--- src/common/switch_defs.svh ---
`ifndef SWITCH_DEFS_SVH
`define SWITCH_DEFS_SVH

// ==================================================
// switch sizing
// ==================================================

// number of switch ports, one input FIFO and one output each
`define NUM_PORTS 4

// entries per input FIFO, must stay a power of two
`define FIFO_DEPTH 8

// one packet is one word
`define PKT_WIDTH 16

// longest wait in cycles from req to grant for any port
`define FAIR_BOUND 20

`endif

--- src/common/packet_pkg.sv ---
`default_nettype none

`include "switch_defs.svh"

// packet format shared by FIFOs, port controllers and the crossbar
package packet_pkg;

	// top two bits of every packet
	typedef enum logic [1:0] {
		DATA = 2'b00, // unicast or multicast to target mask
		BDP  = 2'b01, // broadcast to all but the source
		CTRL = 2'b10, // routed exactly like DATA
		RSVD = 2'b11  // never routed, always dropped
	} pkt_type_t;

	// header is the low byte, target over source
	typedef struct packed {
		pkt_type_t              ptype;
		logic [`PKT_WIDTH-2-2*`NUM_PORTS-1:0] payload;
		logic [`NUM_PORTS-1:0]  target;
		logic [`NUM_PORTS-1:0]  source;
	} packet_t;

endpackage

`default_nettype wire

--- src/common/switch_ctrl_pkg.sv ---
`default_nettype none

// control types of the port controllers
package switch_ctrl_pkg;

	// per-port FSM
	// IDLE      wait for a packet at the FIFO head
	// ROUTE     one cycle of header decode, drop or request
	// ARB_WAIT  req held high until the arbiter grants
	// TRANSMIT  one cycle after the grant, head already popped
	typedef enum logic [1:0] {
		IDLE     = 2'd0,
		ROUTE    = 2'd1,
		ARB_WAIT = 2'd2,
		TRANSMIT = 2'd3
	} state_t;

endpackage

`default_nettype wire

--- src/common/port_if.sv ---
`timescale 1ns/1ps
`default_nettype none

`include "switch_defs.svh"

// one instance per port
// links a port controller to the arbiter and the crossbar
interface port_if import packet_pkg::*; ();

	// port wants the output bus
	logic                  req;
	// effective destination, already expanded for broadcast
	logic [`NUM_PORTS-1:0] dest;
	// packet sitting at the FIFO head
	packet_t               pkt;
	// combinational grant back from the arbiter
	logic                  grant;

	// port controller side
	modport ctrl (
		output req,
		output dest,
		output pkt,
		input  grant
	);

	// arbiter only looks at requests
	modport arb (
		input  req,
		output grant
	);

	// crossbar picks up the granted packet
	modport xbar (
		input dest,
		input pkt,
		input grant
	);

endinterface

`default_nettype wire

--- src/port/packet_fifo.sv ---
`timescale 1ns/1ps
`default_nettype none

`include "switch_defs.svh"

// per-port input FIFO
// circular buffer, head is read combinationally from memory
module packet_fifo import packet_pkg::*; (
	input  wire logic       clk,
	input  wire logic       rst_n,
	input  wire logic       wr_en,
	input  wire packet_t    wr_data,
	input  wire logic       rd_en,
	output packet_t         rd_data,
	output logic            empty,
	output logic            full,
	output logic [3:0]      count
);

	localparam int PTR_W = $clog2(`FIFO_DEPTH);
	localparam int CNT_W = PTR_W + 1;
	localparam logic [CNT_W-1:0] DEPTH_CNT = CNT_W'(`FIFO_DEPTH);

	// storage
	packet_t mem [`FIFO_DEPTH];

	logic [PTR_W-1:0] wr_ptr;
	logic [PTR_W-1:0] rd_ptr;

	// qualified strobes
	logic wr_ok;
	logic rd_ok;
	logic [CNT_W-1:0] count_next;

	// write ignored when full, read ignored when empty
	assign wr_ok = wr_en && !full;
	assign rd_ok = rd_en && !empty;

	// occupancy after this edge
	assign count_next = count + CNT_W'(wr_ok) - CNT_W'(rd_ok);

	// head word, new writes show up here one cycle later
	assign rd_data = mem[rd_ptr];

	// ==================================================
	// storage write, no reset on payload
	// ==================================================
	always_ff @(posedge clk) begin
		if (wr_ok) begin
			mem[wr_ptr] <= wr_data;
		end
	end

	// ==================================================
	// pointers, count and flags
	// ==================================================
	always_ff @(posedge clk or negedge rst_n) begin
		if (!rst_n) begin
			wr_ptr <= '0;
			rd_ptr <= '0;
			count  <= '0;
			empty  <= 1'b1;
			// reads as full during reset so in_ready stays low
			full   <= 1'b1;
		end else begin
			// pointers wrap naturally, depth is a power of two
			if (wr_ok) begin
				wr_ptr <= wr_ptr + PTR_W'(1);
			end
			if (rd_ok) begin
				rd_ptr <= rd_ptr + PTR_W'(1);
			end
			count <= count_next;
			empty <= (count_next == '0);
			full  <= (count_next == DEPTH_CNT);
		end
	end

endmodule

`default_nettype wire

--- src/port/port_ctrl.sv ---
`timescale 1ns/1ps
`default_nettype none

`include "switch_defs.svh"

// port controller
// decodes the FIFO head, drops illegal packets, requests the bus for the rest
module port_ctrl import packet_pkg::*, switch_ctrl_pkg::*; (
	input  wire logic    clk,
	input  wire logic    rst_n,
	input  wire packet_t head,
	input  wire logic    fifo_empty,
	output logic         rd_en,
	output state_t       state,
	port_if.ctrl         bus
);

	state_t state_next;

	// decode results for the head packet
	logic                  legal;
	logic [`NUM_PORTS-1:0] eff_dest;

	// ==================================================
	// header decode
	// ==================================================
	always_comb begin
		legal    = 1'b0;
		eff_dest = head.target;
		case (head.ptype)
			// broadcast ignores target, goes everywhere but home
			BDP: begin
				legal    = 1'b1;
				eff_dest = ~head.source;
			end
			// no loopback, and at least one target
			DATA, CTRL: begin
				legal = ((head.source & head.target) == '0) && (head.target != '0);
			end
			// reserved type is never routed
			default: begin
				legal = 1'b0;
			end
		endcase
	end

	// interface outputs
	assign bus.req  = (state == ARB_WAIT);
	assign bus.dest = eff_dest;
	assign bus.pkt  = head;

	// ==================================================
	// port FSM
	// ==================================================
	always_comb begin
		state_next = state;
		rd_en      = 1'b0;
		case (state)
			IDLE: begin
				if (!fifo_empty) begin
					state_next = ROUTE;
				end
			end
			ROUTE: begin
				// illegal head is popped here and never requests
				if (!legal) begin
					rd_en      = 1'b1;
					state_next = IDLE;
				end else begin
					state_next = ARB_WAIT;
				end
			end
			ARB_WAIT: begin
				// pop on the grant cycle, crossbar samples head on this edge
				if (bus.grant) begin
					rd_en      = 1'b1;
					state_next = TRANSMIT;
				end
			end
			TRANSMIT: begin
				state_next = IDLE;
			end
			default: begin
				state_next = IDLE;
			end
		endcase
	end

	always_ff @(posedge clk or negedge rst_n) begin
		if (!rst_n) begin
			state <= IDLE;
		end else begin
			state <= state_next;
		end
	end

endmodule

`default_nettype wire

--- src/source/crossbar_out.sv ---
`timescale 1ns/1ps
`default_nettype none

`include "switch_defs.svh"

// registered output stage
// copies the granted packet to every port in its destination mask
module crossbar_out import packet_pkg::*; (
	input  wire logic                    clk,
	input  wire logic                    rst_n,
	port_if.xbar                         p0,
	port_if.xbar                         p1,
	port_if.xbar                         p2,
	port_if.xbar                         p3,
	output logic [`NUM_PORTS-1:0]        out_valid,
	output packet_t [`NUM_PORTS-1:0]     out_data
);

	// granted source, mask stays zero when nobody is granted
	packet_t               sel_pkt;
	logic [`NUM_PORTS-1:0] sel_dest;

	// ==================================================
	// source select
	// ==================================================
	always_comb begin
		sel_pkt  = p0.pkt;
		sel_dest = '0;
		// grant is one-hot so the order here does not matter
		if (p0.grant) begin
			sel_pkt  = p0.pkt;
			sel_dest = p0.dest;
		end else if (p1.grant) begin
			sel_pkt  = p1.pkt;
			sel_dest = p1.dest;
		end else if (p2.grant) begin
			sel_pkt  = p2.pkt;
			sel_dest = p2.dest;
		end else if (p3.grant) begin
			sel_pkt  = p3.pkt;
			sel_dest = p3.dest;
		end
	end

	// ==================================================
	// output registers
	// ==================================================

	// valid pulses for one cycle, the cycle after the grant
	always_ff @(posedge clk or negedge rst_n) begin
		if (!rst_n) begin
			out_valid <= '0;
		end else begin
			out_valid <= sel_dest;
		end
	end

	// data only moves on outputs that receive something
	always_ff @(posedge clk) begin
		for (int j = 0; j < `NUM_PORTS; j++) begin
			if (sel_dest[j]) begin
				out_data[j] <= sel_pkt;
			end
		end
	end

endmodule

`default_nettype wire

--- src/source/rr_arbiter.sv ---
`timescale 1ns/1ps
`default_nettype none

`include "switch_defs.svh"

// round-robin arbiter, one grant per cycle
// grant is combinational from req, only the priority pointer is stored
module rr_arbiter (
	input  wire logic clk,
	input  wire logic rst_n,
	port_if.arb       p0,
	port_if.arb       p1,
	port_if.arb       p2,
	port_if.arb       p3
);

	localparam int PTR_W = $clog2(`NUM_PORTS);

	logic [`NUM_PORTS-1:0] req;
	logic [`NUM_PORTS-1:0] grant;

	// port with highest priority this cycle
	logic [PTR_W-1:0] ptr;

	// search results
	logic [PTR_W-1:0] scan_idx;
	logic [PTR_W-1:0] win_idx;
	logic             win_found;

	assign req = {p3.req, p2.req, p1.req, p0.req};

	// ==================================================
	// search from ptr upward, wrapping
	// ==================================================
	always_comb begin
		win_found = 1'b0;
		win_idx   = ptr;
		scan_idx  = ptr;
		for (int i = 0; i < `NUM_PORTS; i++) begin
			scan_idx = ptr + PTR_W'(i);
			// first requester in rotated order wins
			if (!win_found && req[scan_idx]) begin
				win_found = 1'b1;
				win_idx   = scan_idx;
			end
		end
	end

	// one-hot or zero
	always_comb begin
		grant = '0;
		if (win_found) begin
			grant[win_idx] = 1'b1;
		end
	end

	assign p0.grant = grant[0];
	assign p1.grant = grant[1];
	assign p2.grant = grant[2];
	assign p3.grant = grant[3];

	// winner drops to lowest priority, which bounds every wait
	always_ff @(posedge clk or negedge rst_n) begin
		if (!rst_n) begin
			ptr <= '0;
		end else if (win_found) begin
			ptr <= win_idx + PTR_W'(1);
		end
	end

endmodule

`default_nettype wire

--- src/source/switch_top.sv ---
`timescale 1ns/1ps
`default_nettype none

`include "switch_defs.svh"

// four-port packet switch
// per port: FIFO and controller, shared arbiter and crossbar
module switch_top import packet_pkg::*, switch_ctrl_pkg::*; (
	input  wire logic                                clk,
	input  wire logic                                rst_n,
	input  wire logic [`NUM_PORTS-1:0]               in_valid,
	input  wire logic [`NUM_PORTS-1:0][`PKT_WIDTH-1:0] in_data,
	output logic [`NUM_PORTS-1:0]                    in_ready,
	output logic [`NUM_PORTS-1:0]                    out_valid,
	output logic [`NUM_PORTS-1:0][`PKT_WIDTH-1:0]    out_data
);

	// ==================================================
	// per-port wiring
	// ==================================================

	// FIFO side
	packet_t [`NUM_PORTS-1:0]       fifo_head;
	logic [`NUM_PORTS-1:0]          fifo_empty;
	logic [`NUM_PORTS-1:0]          fifo_full;
	logic [`NUM_PORTS-1:0]          fifo_rd;
	logic [`NUM_PORTS-1:0][3:0]     fifo_count;

	// controller side, also watched by the checkers
	state_t                         port_state [`NUM_PORTS];
	logic [`NUM_PORTS-1:0]          port_req;
	logic [`NUM_PORTS-1:0]          port_grant;

	port_if pif [`NUM_PORTS] ();

	for (genvar i = 0; i < `NUM_PORTS; i++) begin : g_port
		packet_fifo i_fifo (
			.clk     (clk),
			.rst_n   (rst_n),
			.wr_en   (in_valid[i]),
			.wr_data (packet_t'(in_data[i])),
			.rd_en   (fifo_rd[i]),
			.rd_data (fifo_head[i]),
			.empty   (fifo_empty[i]),
			.full    (fifo_full[i]),
			.count   (fifo_count[i])
		);

		port_ctrl i_ctrl (
			.clk        (clk),
			.rst_n      (rst_n),
			.head       (fifo_head[i]),
			.fifo_empty (fifo_empty[i]),
			.rd_en      (fifo_rd[i]),
			.state      (port_state[i]),
			.bus        (pif[i])
		);

		// source may push whenever there is room
		assign in_ready[i]   = ~fifo_full[i];
		assign port_req[i]   = pif[i].req;
		assign port_grant[i] = pif[i].grant;
	end

	// ==================================================
	// shared arbiter and output stage
	// ==================================================
	rr_arbiter i_arb (
		.clk   (clk),
		.rst_n (rst_n),
		.p0    (pif[0]),
		.p1    (pif[1]),
		.p2    (pif[2]),
		.p3    (pif[3])
	);

	crossbar_out i_xbar (
		.clk       (clk),
		.rst_n     (rst_n),
		.p0        (pif[0]),
		.p1        (pif[1]),
		.p2        (pif[2]),
		.p3        (pif[3]),
		.out_valid (out_valid),
		.out_data  (out_data)
	);

endmodule

`default_nettype wire

--- config.mk ---
export PLATFORM = sky130hd
export DESIGN_NAME = switch_top
export DESIGN_NICKNAME = d
export VERILOG_FILES = /design/src/common/packet_pkg.sv /design/src/common/switch_ctrl_pkg.sv /design/src/common/port_if.sv /design/src/port/packet_fifo.sv /design/src/port/port_ctrl.sv /design/src/source/crossbar_out.sv /design/src/source/rr_arbiter.sv /design/src/source/switch_top.sv
export VERILOG_INCLUDE_DIRS = /design/src /design/src/common
export SDC_FILE = /design/constraint.sdc
export NUM_CORES = 1
export LEC_CHECK = 0
export BUFFER_PORTS_ARGS = -buffer_cell sky130_fd_sc_hd__buf_2
export CORE_MARGIN = 4
export CORE_UTILIZATION = 55
export CTS_CLUSTER_SIZE = 30
export DETAILED_ROUTE_END_ITERATION = 12
export PLACE_DENSITY = 0.86
export SLEW_MARGIN = 40
export SYNTH_ARGS = -nofsm -noshare
export SYNTH_HDL_FRONTEND = slang
export SYNTH_SLANG_ARGS = --single-unit
--- constraint.sdc ---
create_clock -name clk -period 3.91 [get_ports clk]
set_clock_uncertainty 0.05 [all_clocks]
set_input_delay 0 -clock clk [delete_from_list [all_inputs] [get_ports clk]]
set_output_delay 0 -clock clk [all_outputs]
set_load 0.1 [all_outputs]
---- Word-level counts from Yosys, hierarchy flattened ----
Memory sizes are Yosys's and may differ from the RTL's.
Cells that the tools add are included.
word-level totals
  register bits after elaboration ......... 126
  bits in latches ......................... 0
  RAM bits ................................ 512
  ROM bits ................................ 0
  bits of input ports ..................... 70
  logic and storage cells ................. 241
  memories ................................ 4
memories
  memory                words  bits a word  read ports  clocked after Yosys merged registers in  wr ports  line               RTL
  g_port[0].i_fifo.mem  8      16           1           0                                        1         packet_fifo.sv:25  packet_t mem [`FIFO_DEPTH];
  g_port[1].i_fifo.mem  8      16           1           0                                        1         packet_fifo.sv:25
  g_port[2].i_fifo.mem  8      16           1           0                                        1         packet_fifo.sv:25
  g_port[3].i_fifo.mem  8      16           1           0                                        1         packet_fifo.sv:25
operators by class
  add/subtract/negate cells ............... 20
  multiply operators ...................... 0
  div/mod/pow operators ................... 0
  $lt $le $gt $ge ......................... 6
  equality and inequality tests ........... 32
  shifts and indexed selects .............. 0
  multiplexer cells ....................... 70
  bitwise operators ....................... 12
  reductions and logical operators ........ 55
operators with widths
  kind                 count
  $mux 16              4
  $mux 4               9
  $logic_not 4->1      8
  $pmux 2 s4           4
  $mux 2               15
  $mux 1               25
  $add 3x1->3 const B  8
  $eq 2x2->1 const B   12
  $add 4x1->4          4
  $and 4x4->4          4
  $eq 2x1->1 const B   8
  $eq 4x4->1 const B   4
  $logic_and 1x1->1    16
  $logic_not 2->1      8
  $not 4->4            4
  $pmux 1 s2           8
  $reduce_bool 4->1    4
  $sub 4x1->4          4
  $lt 2x3->1 const B   5
  $logic_not 1->1      11
  $bmux 1 s2           4
  $ne 2x1->1 const B   4
  $ne 2x2->1 const B   4
  $reduce_and 2->1     4
  6 further kinds      14

---- Longest topological paths before layout ----
Gate-level depths: netlist (run 1).
  depth after elaboration ................. 23
  gate-level depth with buffers ........... 22
  depth with buffers taken out ............ 22

---- Cells and area by module ----
A second synthesis (run 1) with hierarchy kept.
second synthesis, totals
  cells, all modules ...................... 1,359
  area, all modules ....................... 26,561.7 µm²
by module, submodules not included
  module        times used  cells an instance  area each (µm²)  sequential area each (µm²)
  packet_fifo   4           243                5,531.6          4,146.5
  crossbar_out  1           163                2,723.9          2,021.9
  port_ctrl     4           47                 354.1            50.0
  rr_arbiter    1           32                 280.3            50.0
  switch_top    1           4                  15.0             0.0

---- Worst setup path after synthesis (run 1) ----
Ideal clock, no wire load.
  path kind ............................... register to register
  start ................................... register g_port[1].i_ctrl.state[0]
  end ..................................... register g_port[0].i_fifo.full
  library setup time ...................... 0.069 ns
  arrival time ............................ 4.222 ns
  required time ........................... 3.791 ns
  path slack .............................. -0.430 ns
  stages on the path, launching flop included .. 21
  path buffers ............................ 1
  cell sequence ........................... dfrtp_1 -> inv_1 -> ha_1 -> mux2_2 -> o21a_1 -> buf_2 -> nor2_1 -> o21a_1 -> a21o_1 -> ha_1 -> a21boi_1 -> nand2_1 -> a21oi_2 -> ha_1 -> inv_1 -> ha_1 -> inv_1 -> fa_1 -> inv_1 -> or3_1 -> nor2b_1
on the way
  longest elaborated chain between the ends .. 23
  elaborated cells between the ends (all ways) .. 33
  classes of those cells .................. 1 x add/sub; 2 x order compare; 2 x eq/ne; 20 x mux; 8 x reduce/logical
RTL lines
  element                             line               RTL
  from (decl)                         port_ctrl.sv:14    output state_t state,
  from (signal assigned)              port_ctrl.sv:93    state <= state_next;
  $eq 2x2->1 (*)                      port_ctrl.sv:48    assign bus.req = (state == ARB_WAIT);
  $bmux 1 s2                          rr_arbiter.sv:42   if (!win_found && req[scan_idx]) begin
  $mux 1 (not written as such)        rr_arbiter.sv:42
  $mux 1                              rr_arbiter.sv:42
  $logic_not 1->1                     rr_arbiter.sv:42
  $logic_and 1x1->1                   rr_arbiter.sv:42
  $mux 1                              rr_arbiter.sv:42
  $logic_not 1->1                     rr_arbiter.sv:42
  (+9 left out)                       --
  $mux 4 (*)                          rr_arbiter.sv:52   if (win_found) begin
  $mux 1 (*)                          port_ctrl.sv:75    if (bus.grant) begin
  $pmux 1 s2 (*)                      port_ctrl.sv:58    case (state)
  $logic_and 1x1->1 (*)               packet_fifo.sv:37  assign rd_ok = rd_en && !empty;
  net g_port[0].i_fifo.rd_ok          packet_fifo.sv:32  logic rd_ok;
  $sub 4x1->4 (*)                     packet_fifo.sv:40  assign count_next = count + CNT_W'(wr_ok) - CNT_W'(rd_ok);
  net g_port[0].i_fifo.count_next[1]  packet_fifo.sv:33  logic [CNT_W-1:0] count_next;
  $eq 4x4->1 (*)                      packet_fifo.sv:75  full <= (count_next == DEPTH_CNT);
  to (signal assigned)                packet_fifo.sv:75
  to (decl)                           packet_fifo.sv:16  output logic full,
Mark *: on every way through the listed nets, which the timed path passes. The rest lies on a longest branch. The select of a mux whose other input is x is not followed.
A chain may end at the register's enable or synchronous reset.

---- Final worst setup path (run 1) ----
  start ................................... register g_port[0].i_ctrl.state[0]
  end ..................................... register g_port[2].i_fifo.full
on the way
  longest elaborated chain between the ends .. 23
  elaborated cells between the ends (all ways) .. 33
  classes of those cells .................. 1 x add/sub; 2 x order compare; 2 x eq/ne; 20 x mux; 8 x reduce/logical
RTL lines
  element                             line
  from (decl)                         port_ctrl.sv:14
  from (signal assigned)              port_ctrl.sv:93
  $eq 2x2->1 (*)                      port_ctrl.sv:48
  $bmux 1 s2                          rr_arbiter.sv:42
  $mux 1 (not written as such)        rr_arbiter.sv:42
  $mux 1                              rr_arbiter.sv:42
  $logic_not 1->1                     rr_arbiter.sv:42
  $logic_and 1x1->1                   rr_arbiter.sv:42
  $mux 1                              rr_arbiter.sv:42
  $logic_not 1->1                     rr_arbiter.sv:42
  (+9 left out)                       --
  $mux 4 (*)                          rr_arbiter.sv:52
  $mux 1 (*)                          port_ctrl.sv:75
  $pmux 1 s2 (*)                      port_ctrl.sv:58
  $logic_and 1x1->1 (*)               packet_fifo.sv:37
  net g_port[2].i_fifo.rd_ok          packet_fifo.sv:32
  $sub 4x1->4 (*)                     packet_fifo.sv:40
  net g_port[2].i_fifo.count_next[1]  packet_fifo.sv:33
  $eq 4x4->1 (*)                      packet_fifo.sv:75
  to (signal assigned)                packet_fifo.sv:75
  to (decl)                           packet_fifo.sv:16
Marks and branches as above.

==> results of run 1 <==
[layout by cell type (no fill, tap or decap), types with 7 or more instances in the layout]
cell type and instances:
mux4_1 7, bufinv_16 8, dfstp_2 8, ha_1 31, buf_6 12, dlygate4sd3_1 70
clkbuf_1 16, a22oi_1 9, xnor2_1 19, o22ai_1 46, buf_2 140, buf_4 165
buf_12 8, a21oi_2 15, a21oi_1 29, nand2_1 28, a221o_1 10, dfrtp_2 7
ha_4 11, nor3_4 9, a21oi_4 8, nand2b_1 21, nor2b_1 8, mux4_2 92
nor3b_4 7, inv_2 14, clkinv_2 10, nor2_1 49, inv_1 37, xor2_1 10
dfrtp_1 47, a211oi_1 7, clkinv_1 8, mux2_2 10, o221ai_1 7, clkbuf_16 60
mux2i_1 97, and2_1 8, edfxtp_1 576
[cells by family after synthesis]
kind of cell | count (synthesis)
XOR/XNOR | 29
buffers and inverters | 111
multiplexers | 217
adder cells (fa/ha/maj) | 52
flip-flops | 638
AND/OR/NAND/NOR | 167
AO/OA/AOI/OAI | 181
[what timing repair did]
action                                  in CTS  in global routing
hold buffers                                71                  0
buffers inserted                             6                 28
resized for setup                           26                 60
hold endpoints to repair                   589                  0
endpoints found under the setup margin       6                  8
pin swaps                                    8                 38
[worst min-delay path by stage]
| stage | from | to | slack (ns) | cells past startpoint |
|---|---|---|---|---|
| global route | in_data[62] | g_port[3].i_fifo.mem[7][14] | 0.14 | 2 |
| floorplan | rst_n | async pin | -0.35 | 0 |
| CTS | in_data[44] | g_port[2].i_fifo.mem[5][12] | 0.11 | 2 |
| finish | in_data[5] | g_port[0].i_fifo.mem[1][5] | 0.14 | 2 |
| detailed placement | rst_n | g_port[1].i_fifo.wr_ptr[1] | 0.02 | 1 |
| global placement | rst_n | g_port[1].i_fifo.wr_ptr[0] | 0.14 | 1 |
[layout make-up]
| cell class | count | share of cell area (%) |
|---|---|---|
| well taps | 607 | 2.37 |
| multi-input cells | 646 | 22.5 |
| clock inverters | 31 | 1.15 |
| inverters | 54 | 0.656 |
| clock buffers | 80 | 5.05 |
| flip-flops and latches | 638 | 58.9 |
| diodes | 5 | 0.0391 |
| repair buffers | 397 | 9.30 |
[per-stage QoR]
stage	hold WS (ns)	cells
5_1_grt	0.136	2457
2_1_floorplan	-0.346	1395
3_5_place_dp	0.0225	2237
3_3_place_gp	0.142	2223
6_report	0.142	2458
4_1_cts	0.113	2425
[routing by layer]
layer  up-vias  part of all wire (%)
met5         -                 0.012
met4         2                   2.6
met3       108                   9.1
met2       733                    51
met1      7370                    37
li1       6385                     -
[synth_stat cells, types with 9 or more instances]
library cell	n
ha_1	48
xor2_1	10
clkbuf_1	25
a22oi_1	9
a221o_1	10
a21oi_2	10
o22ai_1	49
buf_2	13
mux4_2	91
nand2b_1	21
nor2b_1	11
mux2_2	11
mux2i_1	100
xnor2_1	19
nor2_1	59
dfrtp_1	54
nor3_1	12
a21oi_1	41
nand2_1	31
inv_1	52
edfxtp_1	576
[critical path, cell delays in order (launching register included)]
cell and delay [ns]:
dfrtp_1 0.37, inv_2 0.08, ha_4 0.17, mux2_4 0.28
o21a_1 0.21, nor2_4 0.12, o21a_1 0.18, a21o_1 0.18
ha_2 0.20, a21boi_4 0.21, nand2_2 0.11, a21oi_4 0.17
ha_4 0.23, inv_4 0.07, ha_4 0.15, inv_2 0.04
fa_1 0.50, inv_1 0.06, or3_4 0.36, nor2b_1 0.12
[state kept, by name, summed over array words and instances, names as in the netlist, named ones only]
register              cells
g_port.i_fifo.wr_ptr     12
g_port.i_ctrl.state       4
g_port.i_fifo.rd_ptr     12
i_arb.ptr                 2
i_xbar.out_data          64
g_port.i_fifo.count      16
g_port.i_fifo.full        4
i_xbar.out_valid          4
g_port.i_fifo.empty       4
g_port.i_fifo.mem       512
==> metrics.yaml, run 1 <==
status: "finished, violations left"
violations: "setup timing"
ys_async_sr_fraction_pct: 9.72
finalSetupTns_ns: -0.0292
r2r_setup_slack_ns: -0.02
dp_slack_ns: -0.111
grt_overflow: 0
top_usage_layer: "met2"
finalSetupViolCount: 2
synth.avg_cell_area_um2: 18.7
synth_edf_count: 576
use_met1_pct: 31.1
worstRegToRegCells: 19
synth_top_family_by_area: "multiplexers"
synth_mux_area_share_pct: 13.4
die_h_um: 226
dr.pass1.iters: 8
grtUsageMet3_pct: 4.94
maxSlewHeadroom_pct: 43.7
synth-xor-area-share_pct: 0.976
synth_top_area_cell: "edfxtp_1"
synth_area_leaders: "edfxtp_1, mux4_2, dfrtp_1, mux2i_1, ha_1"
rsz0062_at_grt: "yes"
period_needed_ns: 3.93
utilization_pct: 68.6
fin_nets: 1918
grt_pass1_wl_um: 91000
synth_warnings: 0
num_rows: 79
placed_area_um2: 28700
num_vias: 14600
numClockSinks: 638
syn_nets: 1517
routedWlPerCell_um: 24.7
place.gp.congestion: 1.03
vias_per_cell: 5.94
synth_seq_cells: 638
worstSetupEndpoint: "g_port[2].i_fifo.full"
grt_use_met2_pct: 40.4
hold_violations: 0
synth_compound_area_share_pct: 5.15
grtUsageTotal_pct: 23.5
core_area_um2: 46700
syn2layout_area_growth_pct: 23.0
synthCells: 1395
antenna_found_initial: 6
critPathKind: "reg -> reg"
synth_adder_area_share_pct: 2.62
multiInputGateArea_um2: 7210
syn-cell-area_um2: 26000
yosysUniqueCellTypes: 66
cts_root_buf: "clkbuf_16"
initial_core_util_pct: 55.8
crit_fanout: 4
stdcell_area_um2: 32000
critPathLaunchType: "flop"
required_ns: 4.40
antenna_left: 0
die-area_um2: 50900
worstSetupEndpointType: "flop"
dr.first_iter.drc_count: 1411
ioPinCount: 142
reg2reg_from: "g_port[0].i_ctrl.state[0]"
grt_max_degree: 55
cts_inserted_buffers: 59
period_share_pct: 101
clock.fmax_ghz: 0.254
die_x_um: 226
dp_hpwl_um: 38500
drive_gt1_share_pct: 35.8
cts-htree-levels: 2
hp-class: "in -> reg"
clockBufferDepth: 3
wl_um: 60600
tightest_slew_ns: 0.842
drc: 0
cp.arrival_ns: 4.43
clk_pin_slew_worst_paths_ns: 0.06
r2r_end: "g_port[2].i_fifo.full"
first_global_vias: 15200
io_buffers: 141
synth-main-ff-cell: "edfxtp_1"
crit_start: "g_port[0].i_ctrl.state[0]"
clk_latency_ns: 0.62
seq_area_frac_synth_pct: 72.5
regArea_um2: 18900
layout_setup_ws_ns: -0.0247
yosysTopAreaCellShare_pct: 66.5
synth-simple-area-share_pct: 3.15
drv_cap: 0
fillers: 2843
slew_violations: 0
cts_tree: "yes"
Power of run 1 is not shown: default switching activity piles up to over one toggle a cycle in this logic, so the estimate is an artifact.
==> run 2: changes to the inputs <==
--- a/config.mk
+++ b/config.mk
@@ -7,8 +7,10 @@
 export NUM_CORES = 1
 export LEC_CHECK = 0
 export BUFFER_PORTS_ARGS = -buffer_cell sky130_fd_sc_hd__buf_2
+export CELL_PAD_IN_SITES_DETAIL_PLACEMENT = 1
+export CELL_PAD_IN_SITES_GLOBAL_PLACEMENT = 1
 export CORE_MARGIN = 4
-export CORE_UTILIZATION = 55
+export CORE_UTILIZATION = 48
 export CTS_CLUSTER_SIZE = 30
 export DETAILED_ROUTE_END_ITERATION = 12
 export PLACE_DENSITY = 0.86
==> run 2 against run 1 <==
Effect of this change: the flow still finishes with violations (setup timing); critical path type unchanged; highest routed layer is now met4; maximum frequency shrank 9.3%; critical endpoint is now g_port[1].i_fifo.full; first-iteration DRC count rose by 18%; final cell count grew 4.2%; critical path depth grew 2; die area up 14%; non-clock buffer count is 9 higher; utilization shrank 7.6 points.
==> metrics.yaml, run 2 (synthesis gave the netlist of run 1 again) <==
status: "finished, violations left"
violations: "setup timing"
grtUsageTotal_pct: 26.9
grt_overflow: 0
dr.first_iter.drc_count: 1658
cp_common_cell: "ha_4"
die-area_um2: 58000
grt_pass1_wl_um: 115000
largest_reg_flops: 512
antenna_left: 0
place.gp.congestion: 0.912
initial_core_util_pct: 48.5
layout_setup_ws_ns: -0.427
drc: 0
io_buffers: 141
whs_ns: 0.161
cts_inserted_buffers: 67
slew_violations: 0
worstSetupEndpointType: "flop"
cts_root_buf: "clkbuf_16"
top_regs: "g_port.i_fifo.mem (512), i_xbar.out_data (64), g_port.i_fifo.count (16)"
wl_um: 81900
hold_violations: 0
period_share_pct: 111
layout_commonest_cell: "edfxtp_1"
largest-register: "g_port.i_fifo.mem"
crit_chain: "inv_2 > ha_4 > nand3b_1 > a31oi_4 > nor2_4 > o21a_1 > buf_4 > a21oi_4 > ha_4 > inv_4 > a21oi_4 > nand2_2 > a21oi_4 > ha_4 > inv_4 > ha_4 > inv_2 > fa_1 > inv_2 > or3_4 > nor2b_1"
cp.arrival_ns: 4.82
clk_pin_slew_worst_paths_ns: 0.08
cts-htree-levels: 3
die_h_um: 241
drive_gt1_share_pct: 37.9
dp_slack_ns: -0.317
maxSlewHeadroom_pct: 45.8
syn2layout_area_growth_pct: 26.0
clk_latency_ns: 0.62
cpPeakStageDelay_ns: 0.52
fillers: 4662
layout_common_cells: "edfxtp_1, buf_4, buf_2"
dp_hpwl_um: 48100
grt_max_degree: 55
stdcell_area_um2: 32800
first_global_vias: 17300
dr.pass1.iters: 5
antenna_found_initial: 1
required_ns: 4.39
period_needed_ns: 4.34
placed_area_um2: 28800
tightest_slew_ns: 0.812
crit_fanout: 3
numClockSinks: 638
routedWlPerCell_um: 32.0
clock.fmax_ghz: 0.231
num_rows: 85
die_x_um: 241
cpMaxStageDelayCell: "fa_1"
critPathLaunchType: "flop"
drv_cap: 0
num_vias: 16000
vias_per_cell: 6.24
cts_tree: "yes"
core_area_um2: 53700
ioPinCount: 142
critPathKind: "reg -> reg"
hp-class: "in -> reg"
fin_nets: 1935
finalSetupViolCount: 20
clockBufferDepth: 3
rsz0062_at_grt: "yes"
utilization_pct: 61.1
run 2: final timing paths:
| path | startpoint | endpoint | slack, ns | cells after the start |
|---|---|---|---|---|
| hold reg to reg | g_port[1].i_fifo.wr_ptr[2] | g_port[1].i_fifo.wr_ptr[2] | 0.47 | 1 |
| min in group asynchronous | rst_n | g_port[0].i_fifo.empty | 0.47 | 3 |
| hold / removal | in_data[45] | g_port[2].i_fifo.mem[3][13] | 0.16 | 2 |
| setup / recovery | g_port[0].i_ctrl.state[0] | g_port[1].i_fifo.full | -0.43 | 21 |
| max in group asynchronous | rst_n | i_arb.ptr[0] | 2.91 | 4 |
| setup reg to reg | g_port[0].i_ctrl.state[0] | g_port[1].i_fifo.full | -0.43 | 21 |
run 2: metrics by stage:
stage,TNS (ns),std cells
2_1_floorplan,-0.00118,1395
5_1_grt,-3.03,2561
4_1_cts,-0.325,2547
3_5_place_dp,-1.91,2323
6_report,-2.79,2561
3_3_place_gp,-0.0286,2299
run 2: per-layer routing:
metal	global-route usage [%]	vias to the layer above	routed length, um
met2	47.7	1017	42000
li1	-	6413	-
met1	31.8	8223	28600
met3	5.87	325	6830
met4	12.1	0	4560
met5	0	-	0
run 2: layout make-up:
| cell class | instances | area [um^2] | area share (%) |
|---|---|---|---|
| Sequential cell | 638 | 18900 | 57.5 |
| Multi-Input combinational cell | 646 | 7470 | 22.8 |
| Timing Repair Buffer | 406 | 3120 | 9.52 |
| Clock buffer | 86 | 1860 | 5.68 |
| Tap cell | 696 | 871 | 2.65 |
| Clock inverter | 34 | 395 | 1.21 |
| Inverter | 54 | 213 | 0.648 |
| Antenna cell | 1 | 2.50 | 0.00763 |
run 2: critical path, delay by kind of cell (launching register included):
family | cells | cell delay [ns]
AO/OA/AOI/OAI | 5 | 0.99
buffers and inverters | 6 | 0.46
flip-flops | 1 | 0.43
adder cells (fa/ha/maj) | 5 | 1.32
AND/OR/NAND/NOR | 5 | 0.98
run 2: what timing repair did:
item                                    in CTS  in global routing
buffers inserted                            32                 12
hold buffers                                71                  0
pin swaps                                   28                 24
endpoints found under the hold margin      589                  0
gates cloned                                 1                  1
gates resized for setup                     80                 56
endpoints found under the setup margin      45                134
Power of run 2 is left out for the same reason.
==> run 3: changes to the inputs <==
--- a/config.mk
+++ b/config.mk
@@ -13,7 +13,7 @@
 export CORE_UTILIZATION = 48
 export CTS_CLUSTER_SIZE = 30
 export DETAILED_ROUTE_END_ITERATION = 12
-export PLACE_DENSITY = 0.86
+export PLACE_DENSITY = 0.83
 export SLEW_MARGIN = 40
 export SYNTH_ARGS = -nofsm -noshare
 export SYNTH_HDL_FRONTEND = slang
==> run 3 against run 2 <==
Effect of this change: the flow still finishes with violations (setup timing); non-clock buffer count rose by 27; sequential share of layout area is 0.19 points higher; flip-flop and latch count unchanged; maximum frequency increased by 0.39%; design area decreased by 0.35%; die area is the same; final cell count is 1.3% higher; highest routed layer unchanged.
==> metrics.yaml, run 3 (synthesis gave the netlist of run 1 again) <==
r2r_end: "g_port[2].i_fifo.full"
hold_violations: 0
clockBufferDepth: 3
worstSetupEndpointType: "flop"
grtUsageTotal_pct: 24.6
placed_cells: 2349
wl_um: 74100
die-area_um2: 58000
dr.pass1.iters: 5
io_buffers: 141
cp.arrival_ns: 4.80
antenna_left: 0
period_share_pct: 110
finalSetupViolCount: 15
cts-htree-levels: 3
grt_pass1_wl_um: 106000
antenna_found_initial: 3
tightest_slew_ns: 0.774
worstRegToRegCells: 20
layout_commonest_cell: "edfxtp_1"
violations: "setup timing"
r2r_setup_slack_ns: -0.41
die_x_um: 241
crit_fanout: 4
cts_inserted_buffers: 68
maxSlewHeadroom_pct: 48.4
worstSetupEndpoint: "g_port[2].i_fifo.full"
dr.first_iter.drc_count: 1426
dr_wl_met2_um: 39200
cts_tree: "yes"
fin_nets: 1963
critPathLaunchType: "flop"
num_rows: 85
required_ns: 4.39
layout_common_cells: "edfxtp_1, buf_4, buf_2"
num_vias: 15400
period_needed_ns: 4.32
dp_hpwl_um: 47100
largest_reg_flops: 512
clock.fmax_ghz: 0.231
drc: 0
routedWlPerCell_um: 28.6
grt_max_degree: 39
place.gp.congestion: 0.924
numClockSinks: 638
core_area_um2: 53700
fillers: 4697
multiInputGateArea_um2: 7260
clk_latency_ns: 0.62
critPathKind: "reg -> reg"
grt_overflow: 0
largest-register: "g_port.i_fifo.mem"
vias_per_cell: 5.92
slew_violations: 0
clk_pin_slew_worst_paths_ns: 0.08
drive_gt1_share_pct: 37.9
die_h_um: 241
first_global_vias: 16700
crit_start: "g_port[1].i_ctrl.state[0]"
initial_core_util_pct: 48.5
rsz0062_at_grt: "yes"
top_regs: "g_port.i_fifo.mem (512), i_xbar.out_data (64), g_port.i_fifo.count (16)"
fin_cells: 2595
layout_setup_ws_ns: -0.411
status: "finished, violations left"
top_layer: "met4"
drv_cap: 0
wl_met1_um: 27600
cts_root_buf: "clkbuf_16"
hp-class: "in -> reg"
regArea_um2: 18900
reg2reg_from: "g_port[1].i_ctrl.state[0]"
ioPinCount: 142
dr_wl_met3_um: 5180
syn2layout_area_growth_pct: 25.6
[run 3: worst min path at each step]
stage / end / cells past startpoint / slack [ns] / from
after CTS: g_port[1].i_fifo.mem[5][8] / 2 / 0.13 / in_data[24]
final: g_port[1].i_fifo.mem[5][8] / 2 / 0.15 / in_data[24]
after global routing: g_port[1].i_fifo.mem[5][8] / 2 / 0.16 / in_data[24]
after floorplan: async pin / 0 / -0.35 / rst_n
after global placement: g_port[1].i_fifo.wr_ptr[1] / 1 / 0.01 / rst_n
after detailed placement: g_port[1].i_fifo.wr_ptr[2] / 1 / 0.06 / rst_n
[run 3: through the flow]
| step | TNS [ns] | util, % | area (um^2) | setup WS (ns) | hold WS [ns] |
|---|---|---|---|---|---|
| after floorplan | -0.00118 | - | 26100 | -0.00118 | -0.346 |
| after global placement | -0.281 | 53.5 | 28700 | -0.110 | 0.0131 |
| after detailed placement | -1.79 | 53.9 | 29000 | -0.351 | 0.0550 |
| after CTS | -0.389 | 59.9 | 32200 | -0.101 | 0.131 |
| after global routing | -4.98 | 60.9 | 32700 | -0.532 | 0.161 |
| final | -1.98 | 60.9 | 32700 | -0.411 | 0.150 |
[run 3: routing by layer]
| metal | track usage, % | vias to the layer above |
|---|---|---|
| met5 | 0 | - |
| li1 | - | 6479 |
| met2 | 44.1 | 717 |
| met4 | 7.65 | 0 |
| met3 | 4.81 | 146 |
| met1 | 30.6 | 8013 |
[run 3: cell type report]
cell class / count / area share, %
Inverter: 54 / 0.635
Sequential cell: 638 / 57.7
Antenna cell: 2 / 0.0153
Tap cell: 696 / 2.66
Clock inverter: 42 / 1.06
Multi-Input combinational cell: 646 / 22.2
Timing Repair Buffer: 433 / 10.1
Clock buffer: 84 / 5.58
[run 3: repair_timing]
action	CTS	global route
hold buffers	71	0
buffers inserted	23	25
endpoints found under the hold margin	572	0
endpoints found under the setup margin	32	67
resized for setup	43	64
gates cloned	0	1
pin swaps	24	30
[run 3: worst max-delay path: stages (launching register included)]
cell and delay (ns):
dfrtp_1 0.40, inv_2 0.14, ha_4 0.19, nor3_4 0.05, a311oi_2 0.30, a31oi_2 0.12, nor2_4 0.17, o21a_1 0.22
a21o_1 0.23, ha_2 0.24, a21boi_4 0.25, nand2_4 0.09, a21oi_4 0.20, ha_4 0.24, inv_4 0.05, ha_4 0.13
inv_2 0.04, fa_1 0.49, inv_2 0.05, or3_4 0.40, nor2b_1 0.18
Power of run 3 is left out for the same reason.
